$ cat config.mk
export PLATFORM = sky130hd
export DESIGN_NAME = epu_top
export DESIGN_NICKNAME = d
export VERILOG_FILES = /design/src/hw/epu_pkg.sv /design/src/hw/msr_addr_decode.sv /design/src/hw/msr_read_mux.sv /design/src/hw/exc_vector_sel.sv /design/src/hw/msr_commit.sv /design/src/hw/msr_file.sv /design/src/hw/wb_pipe_reg.sv /design/src/hw/epu_top.sv
export VERILOG_INCLUDE_DIRS = /design/src /design/src/hw
export SDC_FILE = /design/constraint.sdc
export NUM_CORES = 1
export LEC_CHECK = 0
export CORE_ASPECT_RATIO = 0.8
export CORE_MARGIN = 4
export CORE_UTILIZATION = 57
export CTS_CLUSTER_DIAMETER = 100
export CTS_CLUSTER_SIZE = 12
export DETAILED_ROUTE_END_ITERATION = 6
export DONT_BUFFER_PORTS = 1
export PLACE_DENSITY = 0.75
export SLEW_MARGIN = 25
export SYNTH_ARGS = -nofsm -noshare
export SYNTH_HDL_FRONTEND = slang
export SYNTH_SLANG_ARGS = --single-unit
export TNS_END_PERCENT = 50
$ cat constraint.sdc
create_clock -name clk -period 1.8 [get_ports clk]
set_input_delay 0 -clock clk [delete_from_list [all_inputs] [get_ports clk]]
set_output_delay 0 -clock clk [all_outputs]
set_load 0.01 [all_outputs]
$ cat src/hw/epu_params.svh
`ifndef EPU_PARAMS_SVH
`define EPU_PARAMS_SVH

// Data and PC widths
`define EPU_DW          32
`define EPU_PCW         30
`define EPU_IMMW        15
`define EPU_PSR_DW      10

// PSR bit positions
`define EPU_PSR_RM      4
`define EPU_PSR_IRE     5
`define EPU_PSR_IMME    6
`define EPU_PSR_DMME    7

// MSR address split, bank field sits right above the offset
`define EPU_BANK_AW     5
`define EPU_BANK_OFF_AW 9

// Bank codes
`define EPU_BANK_PS     5'd0
`define EPU_BANK_IRQC   5'd6
`define EPU_BANK_TSC    5'd7

// One-hot offset bit in the PS bank
`define EPU_MSR_PSR     0
`define EPU_MSR_CPUID   1
`define EPU_MSR_EPSR    2
`define EPU_MSR_EPC     3
`define EPU_MSR_ELSA    4
`define EPU_MSR_COREID  5

// One-hot offset bit in the IRQC and TSC banks
`define EPU_MSR_IMR     0
`define EPU_MSR_IRR     1
`define EPU_MSR_TSR     0
`define EPU_MSR_TCR     1

// Byte addresses of exception handlers
`define EPU_VEC_SYSCALL 32'h0000_000c
`define EPU_VEC_ITM     32'h0000_001c
`define EPU_VEC_IPF     32'h0000_0014
`define EPU_VEC_INSN    32'h0000_0004
`define EPU_VEC_IRQ     32'h0000_0008

`define EPU_CPUID       32'h4e43_0132
`define EPU_COREID      32'h0000_0001

// Core starts in privileged mode, no MMU, no interrupts
`define EPU_PSR_RESET   10'h010

`endif

$ cat src/hw/epu_pkg.sv
`include "epu_params.svh"

package epu_pkg;

   // Decoded operation, at most one bit set
   typedef struct packed {
      logic rmsr;
      logic wmsr;
      logic eret;
      logic esyscall;
      logic einsn;
      logic eipf;
      logic eitm;
      logic eirq;
   } epu_opc_t;

   typedef struct packed {
      logic psr;
      logic cpuid;
      logic epsr;
      logic epc;
      logic elsa;
      logic coreid;
      logic imr;
      logic irr;
      logic tsr;
      logic tcr;
   } msr_sel_t;

   // Only registers that software can write
   typedef struct packed {
      logic psr;
      logic epsr;
      logic epc;
      logic elsa;
      logic imr;
      logic tsr;
      logic tcr;
   } msr_we_t;

   typedef struct packed {
      msr_we_t            we;
      logic [`EPU_DW-1:0] dat;
   } wmsr_t;

   typedef struct packed {
      logic eret;
      logic esyscall;
      logic einsn;
      logic eipf;
      logic eitm;
      logic eirq;
   } exc_kind_t;

   typedef struct packed {
      logic                 valid;
      logic [`EPU_PCW-1:0]  pc;
      epu_opc_t             opc;
      logic [`EPU_DW-1:0]   operand1;
      logic [`EPU_DW-1:0]   operand2;
      logic [`EPU_IMMW-1:0] imm;
   } issue_t;

   typedef struct packed {
      logic                valid;
      logic [`EPU_PCW-1:0] pc;
      logic [`EPU_DW-1:0]  dout;
      logic                exc;
      exc_kind_t           kind;
      logic [`EPU_PCW-1:0] vec;
      wmsr_t               wmsr;
   } wb_t;

   // Data faults only reach the unit at commit
   typedef struct packed {
      logic [`EPU_PCW-1:0] pc;
      exc_kind_t           kind;
      logic                edtm;
      logic                edpf;
      logic                ealign;
      logic [`EPU_DW-1:0]  lsa;
      wmsr_t               wmsr;
   } commit_t;

   typedef struct packed {
      logic [`EPU_PSR_DW-1:0] psr;
      logic [`EPU_PSR_DW-1:0] epsr;
      logic [`EPU_DW-1:0]     epc;
      logic [`EPU_DW-1:0]     elsa;
      logic [`EPU_DW-1:0]     imr;
      logic [`EPU_DW-1:0]     tsr;
      logic [`EPU_DW-1:0]     tcr;
   } msr_state_t;

endpackage

$ cat src/hw/msr_addr_decode.sv
`timescale 1ns/100ps
`include "epu_params.svh"

module msr_addr_decode
   import epu_pkg::*;
(
   input  issue_t   issue,
   output msr_sel_t sel,
   output wmsr_t    wmsr
);

   logic [`EPU_DW-1:0]          addr;
   logic [`EPU_BANK_AW-1:0]     bank;
   logic [`EPU_BANK_OFF_AW-1:0] off;
   logic                        bank_ps;
   logic                        bank_irqc;
   logic                        bank_tsc;
   logic                        wr;

   // Offset must be exactly the one-hot code of the register
   function automatic logic off_is(input logic [`EPU_BANK_OFF_AW-1:0] o,
                                   input int unsigned pos);
      return o == (`EPU_BANK_OFF_AW'(1) << pos);
   endfunction

   assign addr = issue.operand1 | {{(`EPU_DW-`EPU_IMMW){1'b0}}, issue.imm};
   assign bank = addr[`EPU_BANK_OFF_AW +: `EPU_BANK_AW];
   assign off  = addr[`EPU_BANK_OFF_AW-1:0];

   assign bank_ps   = (bank == `EPU_BANK_PS);
   assign bank_irqc = (bank == `EPU_BANK_IRQC);
   assign bank_tsc  = (bank == `EPU_BANK_TSC);

   // Register selects
   assign sel.psr    = bank_ps & off_is(off, `EPU_MSR_PSR);
   assign sel.cpuid  = bank_ps & off_is(off, `EPU_MSR_CPUID);
   assign sel.epsr   = bank_ps & off_is(off, `EPU_MSR_EPSR);
   assign sel.epc    = bank_ps & off_is(off, `EPU_MSR_EPC);
   assign sel.elsa   = bank_ps & off_is(off, `EPU_MSR_ELSA);
   assign sel.coreid = bank_ps & off_is(off, `EPU_MSR_COREID);
   assign sel.imr    = bank_irqc & off_is(off, `EPU_MSR_IMR);
   assign sel.irr    = bank_irqc & off_is(off, `EPU_MSR_IRR);
   assign sel.tsr    = bank_tsc & off_is(off, `EPU_MSR_TSR);
   assign sel.tcr    = bank_tsc & off_is(off, `EPU_MSR_TCR);

   // Write packet, enables only for a valid wmsr
   assign wr = issue.valid & issue.opc.wmsr;

   assign wmsr.we.psr  = wr & sel.psr;
   assign wmsr.we.epsr = wr & sel.epsr;
   assign wmsr.we.epc  = wr & sel.epc;
   assign wmsr.we.elsa = wr & sel.elsa;
   assign wmsr.we.imr  = wr & sel.imr;
   assign wmsr.we.tsr  = wr & sel.tsr;
   assign wmsr.we.tcr  = wr & sel.tcr;
   assign wmsr.dat     = issue.operand2;

endmodule

$ cat src/hw/msr_read_mux.sv
`timescale 1ns/100ps
`include "epu_params.svh"

module msr_read_mux
   import epu_pkg::*;
(
   input  msr_sel_t           sel,
   input  msr_state_t         state,
   input  logic [`EPU_DW-1:0] irr,
   output logic [`EPU_DW-1:0] dout
);

   localparam logic [`EPU_DW-1:0] CPUID  = `EPU_CPUID;
   localparam logic [`EPU_DW-1:0] COREID = `EPU_COREID;

   logic [`EPU_DW-1:0] psr_ext;
   logic [`EPU_DW-1:0] epsr_ext;

   assign psr_ext  = {{(`EPU_DW-`EPU_PSR_DW){1'b0}}, state.psr};
   assign epsr_ext = {{(`EPU_DW-`EPU_PSR_DW){1'b0}}, state.epsr};

   // AND-OR mux, no select means zero
   assign dout = ({`EPU_DW{sel.psr}}    & psr_ext)    |
                 ({`EPU_DW{sel.cpuid}}  & CPUID)      |
                 ({`EPU_DW{sel.epsr}}   & epsr_ext)   |
                 ({`EPU_DW{sel.epc}}    & state.epc)  |
                 ({`EPU_DW{sel.elsa}}   & state.elsa) |
                 ({`EPU_DW{sel.coreid}} & COREID)     |
                 ({`EPU_DW{sel.imr}}    & state.imr)  |
                 ({`EPU_DW{sel.irr}}    & irr)        |
                 ({`EPU_DW{sel.tsr}}    & state.tsr)  |
                 ({`EPU_DW{sel.tcr}}    & state.tcr);

endmodule

$ cat src/hw/exc_vector_sel.sv
`timescale 1ns/100ps
`include "epu_params.svh"

module exc_vector_sel
   import epu_pkg::*;
(
   input  epu_opc_t            opc,
   input  logic [`EPU_DW-1:0]  epc,
   output logic                exc,
   output exc_kind_t           kind,
   output logic [`EPU_PCW-1:0] vec
);

   localparam logic [`EPU_DW-1:0] VEC_SYSCALL = `EPU_VEC_SYSCALL;
   localparam logic [`EPU_DW-1:0] VEC_ITM     = `EPU_VEC_ITM;
   localparam logic [`EPU_DW-1:0] VEC_IPF     = `EPU_VEC_IPF;
   localparam logic [`EPU_DW-1:0] VEC_INSN    = `EPU_VEC_INSN;
   localparam logic [`EPU_DW-1:0] VEC_IRQ     = `EPU_VEC_IRQ;

   assign kind.eret     = opc.eret;
   assign kind.esyscall = opc.esyscall;
   assign kind.einsn    = opc.einsn;
   assign kind.eipf     = opc.eipf;
   assign kind.eitm     = opc.eitm;
   assign kind.eirq     = opc.eirq;

   assign exc = |kind;

   // Word address of the target, eret returns to EPC
   assign vec = ({`EPU_PCW{kind.eret}}     & epc[`EPU_DW-1:2])         |
                ({`EPU_PCW{kind.esyscall}} & VEC_SYSCALL[`EPU_DW-1:2]) |
                ({`EPU_PCW{kind.eitm}}     & VEC_ITM[`EPU_DW-1:2])     |
                ({`EPU_PCW{kind.eipf}}     & VEC_IPF[`EPU_DW-1:2])     |
                ({`EPU_PCW{kind.einsn}}    & VEC_INSN[`EPU_DW-1:2])    |
                ({`EPU_PCW{kind.eirq}}     & VEC_IRQ[`EPU_DW-1:2]);

endmodule

$ cat src/hw/msr_commit.sv
`timescale 1ns/100ps
`include "epu_params.svh"

module msr_commit
   import epu_pkg::*;
(
   input  logic                   clk,
   input  logic                   arst_n,
   input  commit_t                commit,
   input  msr_state_t             state,
   output logic [`EPU_PSR_DW-1:0] psr_nxt,
   output logic                   psr_we,
   output logic [`EPU_PSR_DW-1:0] epsr_nxt,
   output logic                   epsr_we,
   output logic [`EPU_DW-1:0]     epc_nxt,
   output logic                   epc_we,
   output logic [`EPU_DW-1:0]     elsa_nxt,
   output logic                   elsa_we,
   output logic                   exc_ent
);

   logic                   data_fault;
   logic                   exc_commit;
   logic                   exc_ent_q;
   logic                   save_psr;
   logic [`EPU_PSR_DW-1:0] psr_src;
   logic [`EPU_PCW-1:0]    linkaddr;
   logic                   elsa_is_pc;
   logic                   elsa_set;

   assign data_fault = commit.edtm | commit.edpf | commit.ealign;
   assign exc_commit = (|commit.kind) | data_fault;

   // Entry is any exception except the return
   assign exc_ent = exc_commit & ~commit.kind.eret;

   always_ff @(posedge clk or negedge arst_n) begin
      if (!arst_n) begin
         exc_ent_q <= 1'b0;
      end else begin
         exc_ent_q <= exc_ent;
      end
   end

   // Only the first cycle of a run saves PSR
   assign save_psr = exc_ent & ~exc_ent_q;

   // PSR mode bits come from wmsr data or back from EPSR
   assign psr_we  = commit.wmsr.we.psr | commit.kind.eret;
   assign psr_src = commit.wmsr.we.psr ? commit.wmsr.dat[`EPU_PSR_DW-1:0] : state.epsr;

   always_comb begin
      psr_nxt               = state.psr;
      psr_nxt[`EPU_PSR_RM]   = psr_src[`EPU_PSR_RM];
      psr_nxt[`EPU_PSR_IRE]  = psr_src[`EPU_PSR_IRE];
      psr_nxt[`EPU_PSR_IMME] = psr_src[`EPU_PSR_IMME];
      psr_nxt[`EPU_PSR_DMME] = psr_src[`EPU_PSR_DMME];
   end

   assign epsr_we  = commit.wmsr.we.epsr | save_psr;
   assign epsr_nxt = commit.wmsr.we.epsr ? commit.wmsr.dat[`EPU_PSR_DW-1:0] : state.psr;

   // Syscall resumes after itself, other exceptions retry the op
   assign linkaddr = commit.pc + `EPU_PCW'(1);
   assign epc_we   = exc_ent | commit.wmsr.we.epc;

   always_comb begin
      if (commit.wmsr.we.epc) begin
         epc_nxt = commit.wmsr.dat;
      end else if (commit.kind.esyscall) begin
         epc_nxt = {linkaddr, 2'b00};
      end else begin
         epc_nxt = {commit.pc, 2'b00};
      end
   end

   // Instruction-side faults report the PC as the address
   assign elsa_is_pc = commit.kind.eitm | commit.kind.eipf | commit.kind.einsn;
   assign elsa_set   = elsa_is_pc | data_fault;
   assign elsa_we    = elsa_set | commit.wmsr.we.elsa;

   always_comb begin
      if (elsa_is_pc) begin
         elsa_nxt = {commit.pc, 2'b00};
      end else if (data_fault) begin
         elsa_nxt = commit.lsa;
      end else begin
         elsa_nxt = commit.wmsr.dat;
      end
   end

endmodule

$ cat src/hw/msr_file.sv
`timescale 1ns/100ps
`include "epu_params.svh"

module msr_file
   import epu_pkg::*;
(
   input  logic                   clk,
   input  logic                   arst_n,
   input  logic [`EPU_PSR_DW-1:0] psr_nxt,
   input  logic                   psr_we,
   input  logic [`EPU_PSR_DW-1:0] epsr_nxt,
   input  logic                   epsr_we,
   input  logic [`EPU_DW-1:0]     epc_nxt,
   input  logic                   epc_we,
   input  logic [`EPU_DW-1:0]     elsa_nxt,
   input  logic                   elsa_we,
   input  wmsr_t                  wmsr,
   output msr_state_t             state
);

   // Exception registers
   always_ff @(posedge clk or negedge arst_n) begin
      if (!arst_n) begin
         state.psr  <= `EPU_PSR_RESET;
         state.epsr <= '0;
         state.epc  <= '0;
         state.elsa <= '0;
      end else begin
         if (psr_we) begin
            state.psr <= psr_nxt;
         end
         if (epsr_we) begin
            state.epsr <= epsr_nxt;
         end
         if (epc_we) begin
            state.epc <= epc_nxt;
         end
         if (elsa_we) begin
            state.elsa <= elsa_nxt;
         end
      end
   end

   // Interrupt mask and timestamp control
   always_ff @(posedge clk or negedge arst_n) begin
      if (!arst_n) begin
         state.imr <= '0;
         state.tcr <= '0;
      end else begin
         if (wmsr.we.imr) begin
            state.imr <= wmsr.dat;
         end
         if (wmsr.we.tcr) begin
            state.tcr <= wmsr.dat;
         end
      end
   end

   // Free-running timestamp, a write takes priority over counting
   always_ff @(posedge clk or negedge arst_n) begin
      if (!arst_n) begin
         state.tsr <= '0;
      end else if (wmsr.we.tsr) begin
         state.tsr <= wmsr.dat;
      end else if (state.tcr[0]) begin
         state.tsr <= state.tsr + 1'b1;
      end
   end

endmodule

$ cat src/hw/wb_pipe_reg.sv
`timescale 1ns/100ps

module wb_pipe_reg #(
   parameter type payload_t = logic
) (
   input  logic     clk,
   input  logic     arst_n,
   input  payload_t d,
   output payload_t q
);

   // Cleared payload carries no valid, exc or write enables
   always_ff @(posedge clk or negedge arst_n) begin
      if (!arst_n) begin
         q <= '0;
      end else begin
         q <= d;
      end
   end

endmodule

$ cat src/hw/epu_top.sv
`timescale 1ns/100ps
`include "epu_params.svh"

module epu_top
   import epu_pkg::*;
(
   input  logic               clk,
   input  logic               arst_n,
   input  issue_t             issue,
   input  commit_t            commit,
   input  logic [`EPU_DW-1:0] irr,
   output wb_t                wb,
   output logic               exc_ent
);

   msr_sel_t               sel;
   wmsr_t                  wmsr_iss;
   logic [`EPU_DW-1:0]     dout;
   logic                   exc;
   exc_kind_t              kind;
   logic [`EPU_PCW-1:0]    vec;
   wb_t                    wb_d;
   logic [`EPU_PSR_DW-1:0] psr_wb;
   msr_state_t             state;
   msr_state_t             commit_state;
   logic [`EPU_PSR_DW-1:0] psr_nxt;
   logic                   psr_we;
   logic [`EPU_PSR_DW-1:0] epsr_nxt;
   logic                   epsr_we;
   logic [`EPU_DW-1:0]     epc_nxt;
   logic                   epc_we;
   logic [`EPU_DW-1:0]     elsa_nxt;
   logic                   elsa_we;

   // Issue side
   msr_addr_decode u_decode (.issue(issue), .sel(sel), .wmsr(wmsr_iss));

   msr_read_mux u_read_mux (.sel(sel), .state(state), .irr(irr), .dout(dout));

   exc_vector_sel u_vec_sel (
      .opc  (issue.opc),
      .epc  (state.epc),
      .exc  (exc),
      .kind (kind),
      .vec  (vec)
   );

   assign wb_d = '{valid: issue.valid, pc: issue.pc, dout: dout, exc: exc,
                   kind: kind, vec: vec, wmsr: wmsr_iss};

   wb_pipe_reg #(.payload_t(wb_t)) u_wb_reg (.clk(clk), .arst_n(arst_n), .d(wb_d), .q(wb));

   // PSR seen by the op now in writeback, the source of the EPSR save
   wb_pipe_reg #(.payload_t(logic [`EPU_PSR_DW-1:0])) u_psr_reg (
      .clk    (clk),
      .arst_n (arst_n),
      .d      (state.psr),
      .q      (psr_wb)
   );

   always_comb begin
      commit_state     = state;
      commit_state.psr = psr_wb;
   end

   // Commit side
   msr_commit u_commit (
      .clk      (clk),
      .arst_n   (arst_n),
      .commit   (commit),
      .state    (commit_state),
      .psr_nxt  (psr_nxt),
      .psr_we   (psr_we),
      .epsr_nxt (epsr_nxt),
      .epsr_we  (epsr_we),
      .epc_nxt  (epc_nxt),
      .epc_we   (epc_we),
      .elsa_nxt (elsa_nxt),
      .elsa_we  (elsa_we),
      .exc_ent  (exc_ent)
   );

   msr_file u_file (
      .clk      (clk),
      .arst_n   (arst_n),
      .psr_nxt  (psr_nxt),
      .psr_we   (psr_we),
      .epsr_nxt (epsr_nxt),
      .epsr_we  (epsr_we),
      .epc_nxt  (epc_nxt),
      .epc_we   (epc_we),
      .elsa_nxt (elsa_nxt),
      .elsa_we  (elsa_we),
      .wmsr     (commit.wmsr),
      .state    (state)
   );

endmodule

==> metrics, run 1 <==
status=did not finish; Halt Stage=4_1_cts; error message=[ERROR RSZ-0060] Max buffer count reached.; CTS root buf=clkbuf_16; Area contributors post-synth=dfrtp_1 56%, mux2_2 5.3%, nand2_1 4.7%; post-synth top area share=0.564; Initial Util=0.578; Die Ht=151 um; synth unique cells=just under 60; sequential area share after synthesis=0.566; CTS Buf Count=31; Post-CTS Hold Buffers=334; Mapped Cells=about 1,300; largest area contributor in the netlist=dfrtp_1; Setup Buffers After CTS=0; DP HPWL=slightly above 30,000 um; # H-tree levels=1; yosys warns=0; syn_nets=between 1,500 and 2,000; FP Rows=52; Async SR Flop Fraction=1.00; total clock sinks=between 300 and 400; Synth Register Bits=330; ys flop type=dfrtp_1; post-cts gate resize count=1; Post-synth EDFFs=0; # port buffers=0; clock buffer depth=3; io pins=between 400 and 500; Synth Cell Area=between 10,000 and 15,000 sq um; Die W=187 um; Routability Congestion=around 0.9; Mapped Avg Cell Area=about 11 sq um
[metrics by stage]
step	utilization	cells	worst slack (ps)	instance area [sq um]
floorplan	-	1341	31.3	14600
global placement	0.600	1623	-36.5	15100
detailed placement	0.600	1623	-71.2	15200
[Yosys cell counts (all sizes together), types with 10 or more instances]
| cell type | number |
|---|---|
| a211o | 12 |
| a21oi | 65 |
| a221o | 10 |
| a22oi | 19 |
| a2bb2oi | 11 |
| and2 | 33 |
| and3 | 13 |
| buf | 22 |
| clkbuf | 69 |
| dfrtp | 329 |
| inv | 10 |
| mux2 | 69 |
| mux2i | 54 |
| nand2 | 181 |
| nand3 | 33 |
| nand3b | 30 |
| nand4 | 23 |
| nor2 | 62 |
| nor3 | 27 |
| nor4 | 26 |
| o211ai | 43 |
| o21ai | 67 |
| o2bb2ai | 11 |
| xnor2 | 20 |
| xor2 | 27 |
[cell families after synthesis]
logic type	share of synthesized area
xor gates and xnor gates	0.0282
and+or+nand+nor	0.158
DFF	0.566
AOI/OAI and AO/OA	0.129
muxes	0.0903
adders and majority gates	0.00172
buffers and inverters	0.0269
==> run 2: changes to the inputs <==
Settings changed: CORE_ASPECT_RATIO 0.8 to default, CORE_UTILIZATION 57 to 40, CTS_CLUSTER_DIAMETER 100 to default, CTS_CLUSTER_SIZE 12 to default, PLACE_DENSITY 0.75 to default, PLACE_DENSITY_LB_ADDON from default to 0.15.
Clock period 1.8 ns to 2.3 ns, I/O delays scaled along.
==> metrics, run 2 <==
max-slew violations=0; post-synth top area share=0.564; largest area contributor in the netlist=dfrtp_1; syn_nets=1,605; Die W=roughly 200 um; Initial Util=0.408; CP delay by family, top=buffers and inverters; sequential area share after synthesis=0.566; unrepaired setup endpoints after global routing=yes; f_max=approximately 450 MHz; status=complete, but fails checks; max reg flops=180; Hold Crit Class=in -> async; Least-Margin Pin Slew=928 ps; most frequent cell after synthesis=dfrtp_1; reg2reg start=u_file.state[35]$_DFFE_PN0P_; most common cell after layout, fill and taps aside=dlygate4sd3_1; Area contributors post-synth=dfrtp_1 56%, mux2_2 5.3%, nand2_1 4.7%; Mapped Avg Cell Area=10.9 sq um; initial antenna violation count=6; # H-tree levels=2; final hold slack=-826 ps; Setup Buffers After CTS=0; post-route clock period utilization=0.965; Initial DRT Pass Iterations=5; Async SR Flop Fraction=1.00; Synth Area in Compound Gates=0.129; critical path launch point=issue[49]; Finished Cell Area=20,100 sq um; WL final=57,200 um; initial drt markers=a little over 900; vias in the first global route=approximately 13,000; CTS tree=built; Post-Synth XOR/XNOR Area=0.0282; CTS Buf Count=39; Pwr Density=724 nW/um^2; crit path cell chain=dlygate4sd3_1 > nor2_1 > dlygate4sd3_1 > nand2_1 > nor3_4 > buf_4 > a22o_1 > a2111o_1; Synth top cells by count=329 x dfrtp_1, 181 x nand2_1, 69 x clkbuf_1, 69 x mux2_2, 67 x o21ai_0; vias per cell=5.75; peak ir drop on the vdd network=0.508 mV; Setup Slack @ Placement=approximately 390 ps; mux contribution to synthesized area=0.0903; # port buffers=0; Total Power=between 10 and 15 mW; worst-path fanout max=15; Most common cell on crit path=dlygate4sd3_1; FP Rows=between 60 and 70; Clk Latency, worst-skew pair=roughly 550 ps; buffers and inverters on the worst path=3; Critical Path AT=about 2700 ps; Critical R2R Capture=u_file.state[43]$_DFFE_PN0P_; Sum Neg Setup Slack=0 ps; layout cells sized above 1=0.117; io pins=between 400 and 500; DP Cell Count=between 1,500 and 2,000; adder-cell share of the synthesized area=0.00172; critical path startpoint category=primary input; total clock sinks=330; global-route wire length before repair=~84,000 um; max_cap viols=0; ys flop type=dfrtp_1; Mapped Cells=1,341; clk slew on worst S/H paths=approximately 60 ps; Final setup viols=0; Critical Path RT=between 2000 and 3000 ps; Crit-path slowest cell=dlygate4sd3_1; Post-synth EDFFs=0; Final Hold Violating Endpoints=between 300 and 400; largest family of logic cells by synthesized area=simple AND/OR/NAND/NOR gates; Synth Register Bits=330; antenna-violating nets left=0; area share of and/or/nand/nor cells after synthesis=0.158; CTS root buf=clkbuf_16; Util after Layout=0.562; Residual DRC=0; Worst R2R Setup Slack=about 190 ps; Worst slew margin=0.381; Leak=8.55 nW; Die Area=between 30,000 and 40,000 sq um; post-DR wirelength/cell=between 20 and 30 um; Synth Cell Area=between 10,000 and 15,000 sq um; violated checks=negative hold slack; Die Ht=199 um; via count=around 12,000; DP HPWL=~35,000 um; Non-Filler Instances=2,172; largest net degree at the start of global routing=approximately 330; final worst slack=81.1 ps; Final min period=~2200 ps; gr ovfl total=0; Placed Area=15,100 sq um; Core ar.=between 30,000 and 40,000 sq um; R2R cell count=6; top flop regs=u_file.state (180), u_wb_reg.q (139), u_psr_reg.q (10); Syn-to-layout area delta=37.7%; GRT Overall Usage=0.281; Critical Path Max Stage Delay=between 600 and 700 ps; Top reg by flops=u_file.state; Routability Congestion=0.804; yosys warns=0; commonest cells after routing, fill and taps aside=343 x dlygate4sd3_1, 329 x dfrtp_1, 181 x nand2_1; Final nets=1,940; synth unique cells=just under 60; CP endpoint kind=flip-flop; CP Class=in -> reg; skew final=7.94 ps; clock buffer depth=3
-- run 2: cell counts after synthesis --
No cell type changed its count.
-- run 2: kinds of logic (layout without fill, tap and decap cells) --
family,after synthesis,count (layout)
AOI/OAI and AO/OA,280,280
xor gates and xnor gates,47,47
adders and majority gates,2,2
buffers and inverters,101,466
DFF,330,330
muxes,123,123
other,0,5
and+or+nand+nor,458,458
-- run 2: cell type report --
type	instances	area, sq um
Clock inverter	12	145
Multi-Input combinational cell	910	6000
Inverter	10	38.8
Antenna cell	5	12.5
Tap cell	461	577
Timing Repair Buffer	385	3840
Clock buffer	59	1200
Sequential cell	330	8260
Fill cell	3049	15700
-- run 2: layer usage --
layer	wire [um]	share of wire	global-route usage	vias to the layer above
met5	7	0.00012	0	-
met4	1440	0.025	0.0821	2
met3	4770	0.083	0.0789	84
met2	27000	0.47	0.455	569
met1	24000	0.42	0.372	6318
li1	-	-	-	5521
-- run 2: repair_timing --
| action | 4_1_cts | 5_1_grt |
|---|---|---|
| endpoints found under the setup margin | 0 | 8 |
| hold endpoints to repair | 649 | 334 |
| resized for setup | 0 | 5 |
| hold buffers | 345 | 4 |
-- run 2: worst reg2reg max path, delay by kind of cell (launching register included) --
family	cells	cell delay (ps)
simple gates	3	770
buf+inv	1	560
xor+xnor	1	140
flops	1	450
compound gates	1	80
-- run 2: power breakdown --
part           internal, mW  total, mW  leakage (nW)  switching [mW]
Combinational         0.835       1.49          3.84           0.656
Clock                  3.96       6.49         0.668            2.53
Sequential             6.20       6.55          4.04           0.352
Total                  11.0       14.5          8.55            3.54
-- run 2: worst max-delay path by stage --
stage / cells past startpoint / endpoint / slack, ps
global route: 9 / u_wb_reg.q[77]$_DFF_PN0_ / -10
CTS: 8 / u_file.state[156]$_DFFE_PN0P_ / 90
floorplan: 6 / u_file.state[58]$_DFFE_PN0P_ / 400
global placement: 7 / u_file.state[60]$_DFFE_PN0P_ / 430
detailed placement: 7 / u_file.state[48]$_DFFE_PN0P_ / 390
finish: 8 / u_wb_reg.q[84]$_DFF_PN0_ / 80
Note: power is estimated with default switching activity, not from simulation.
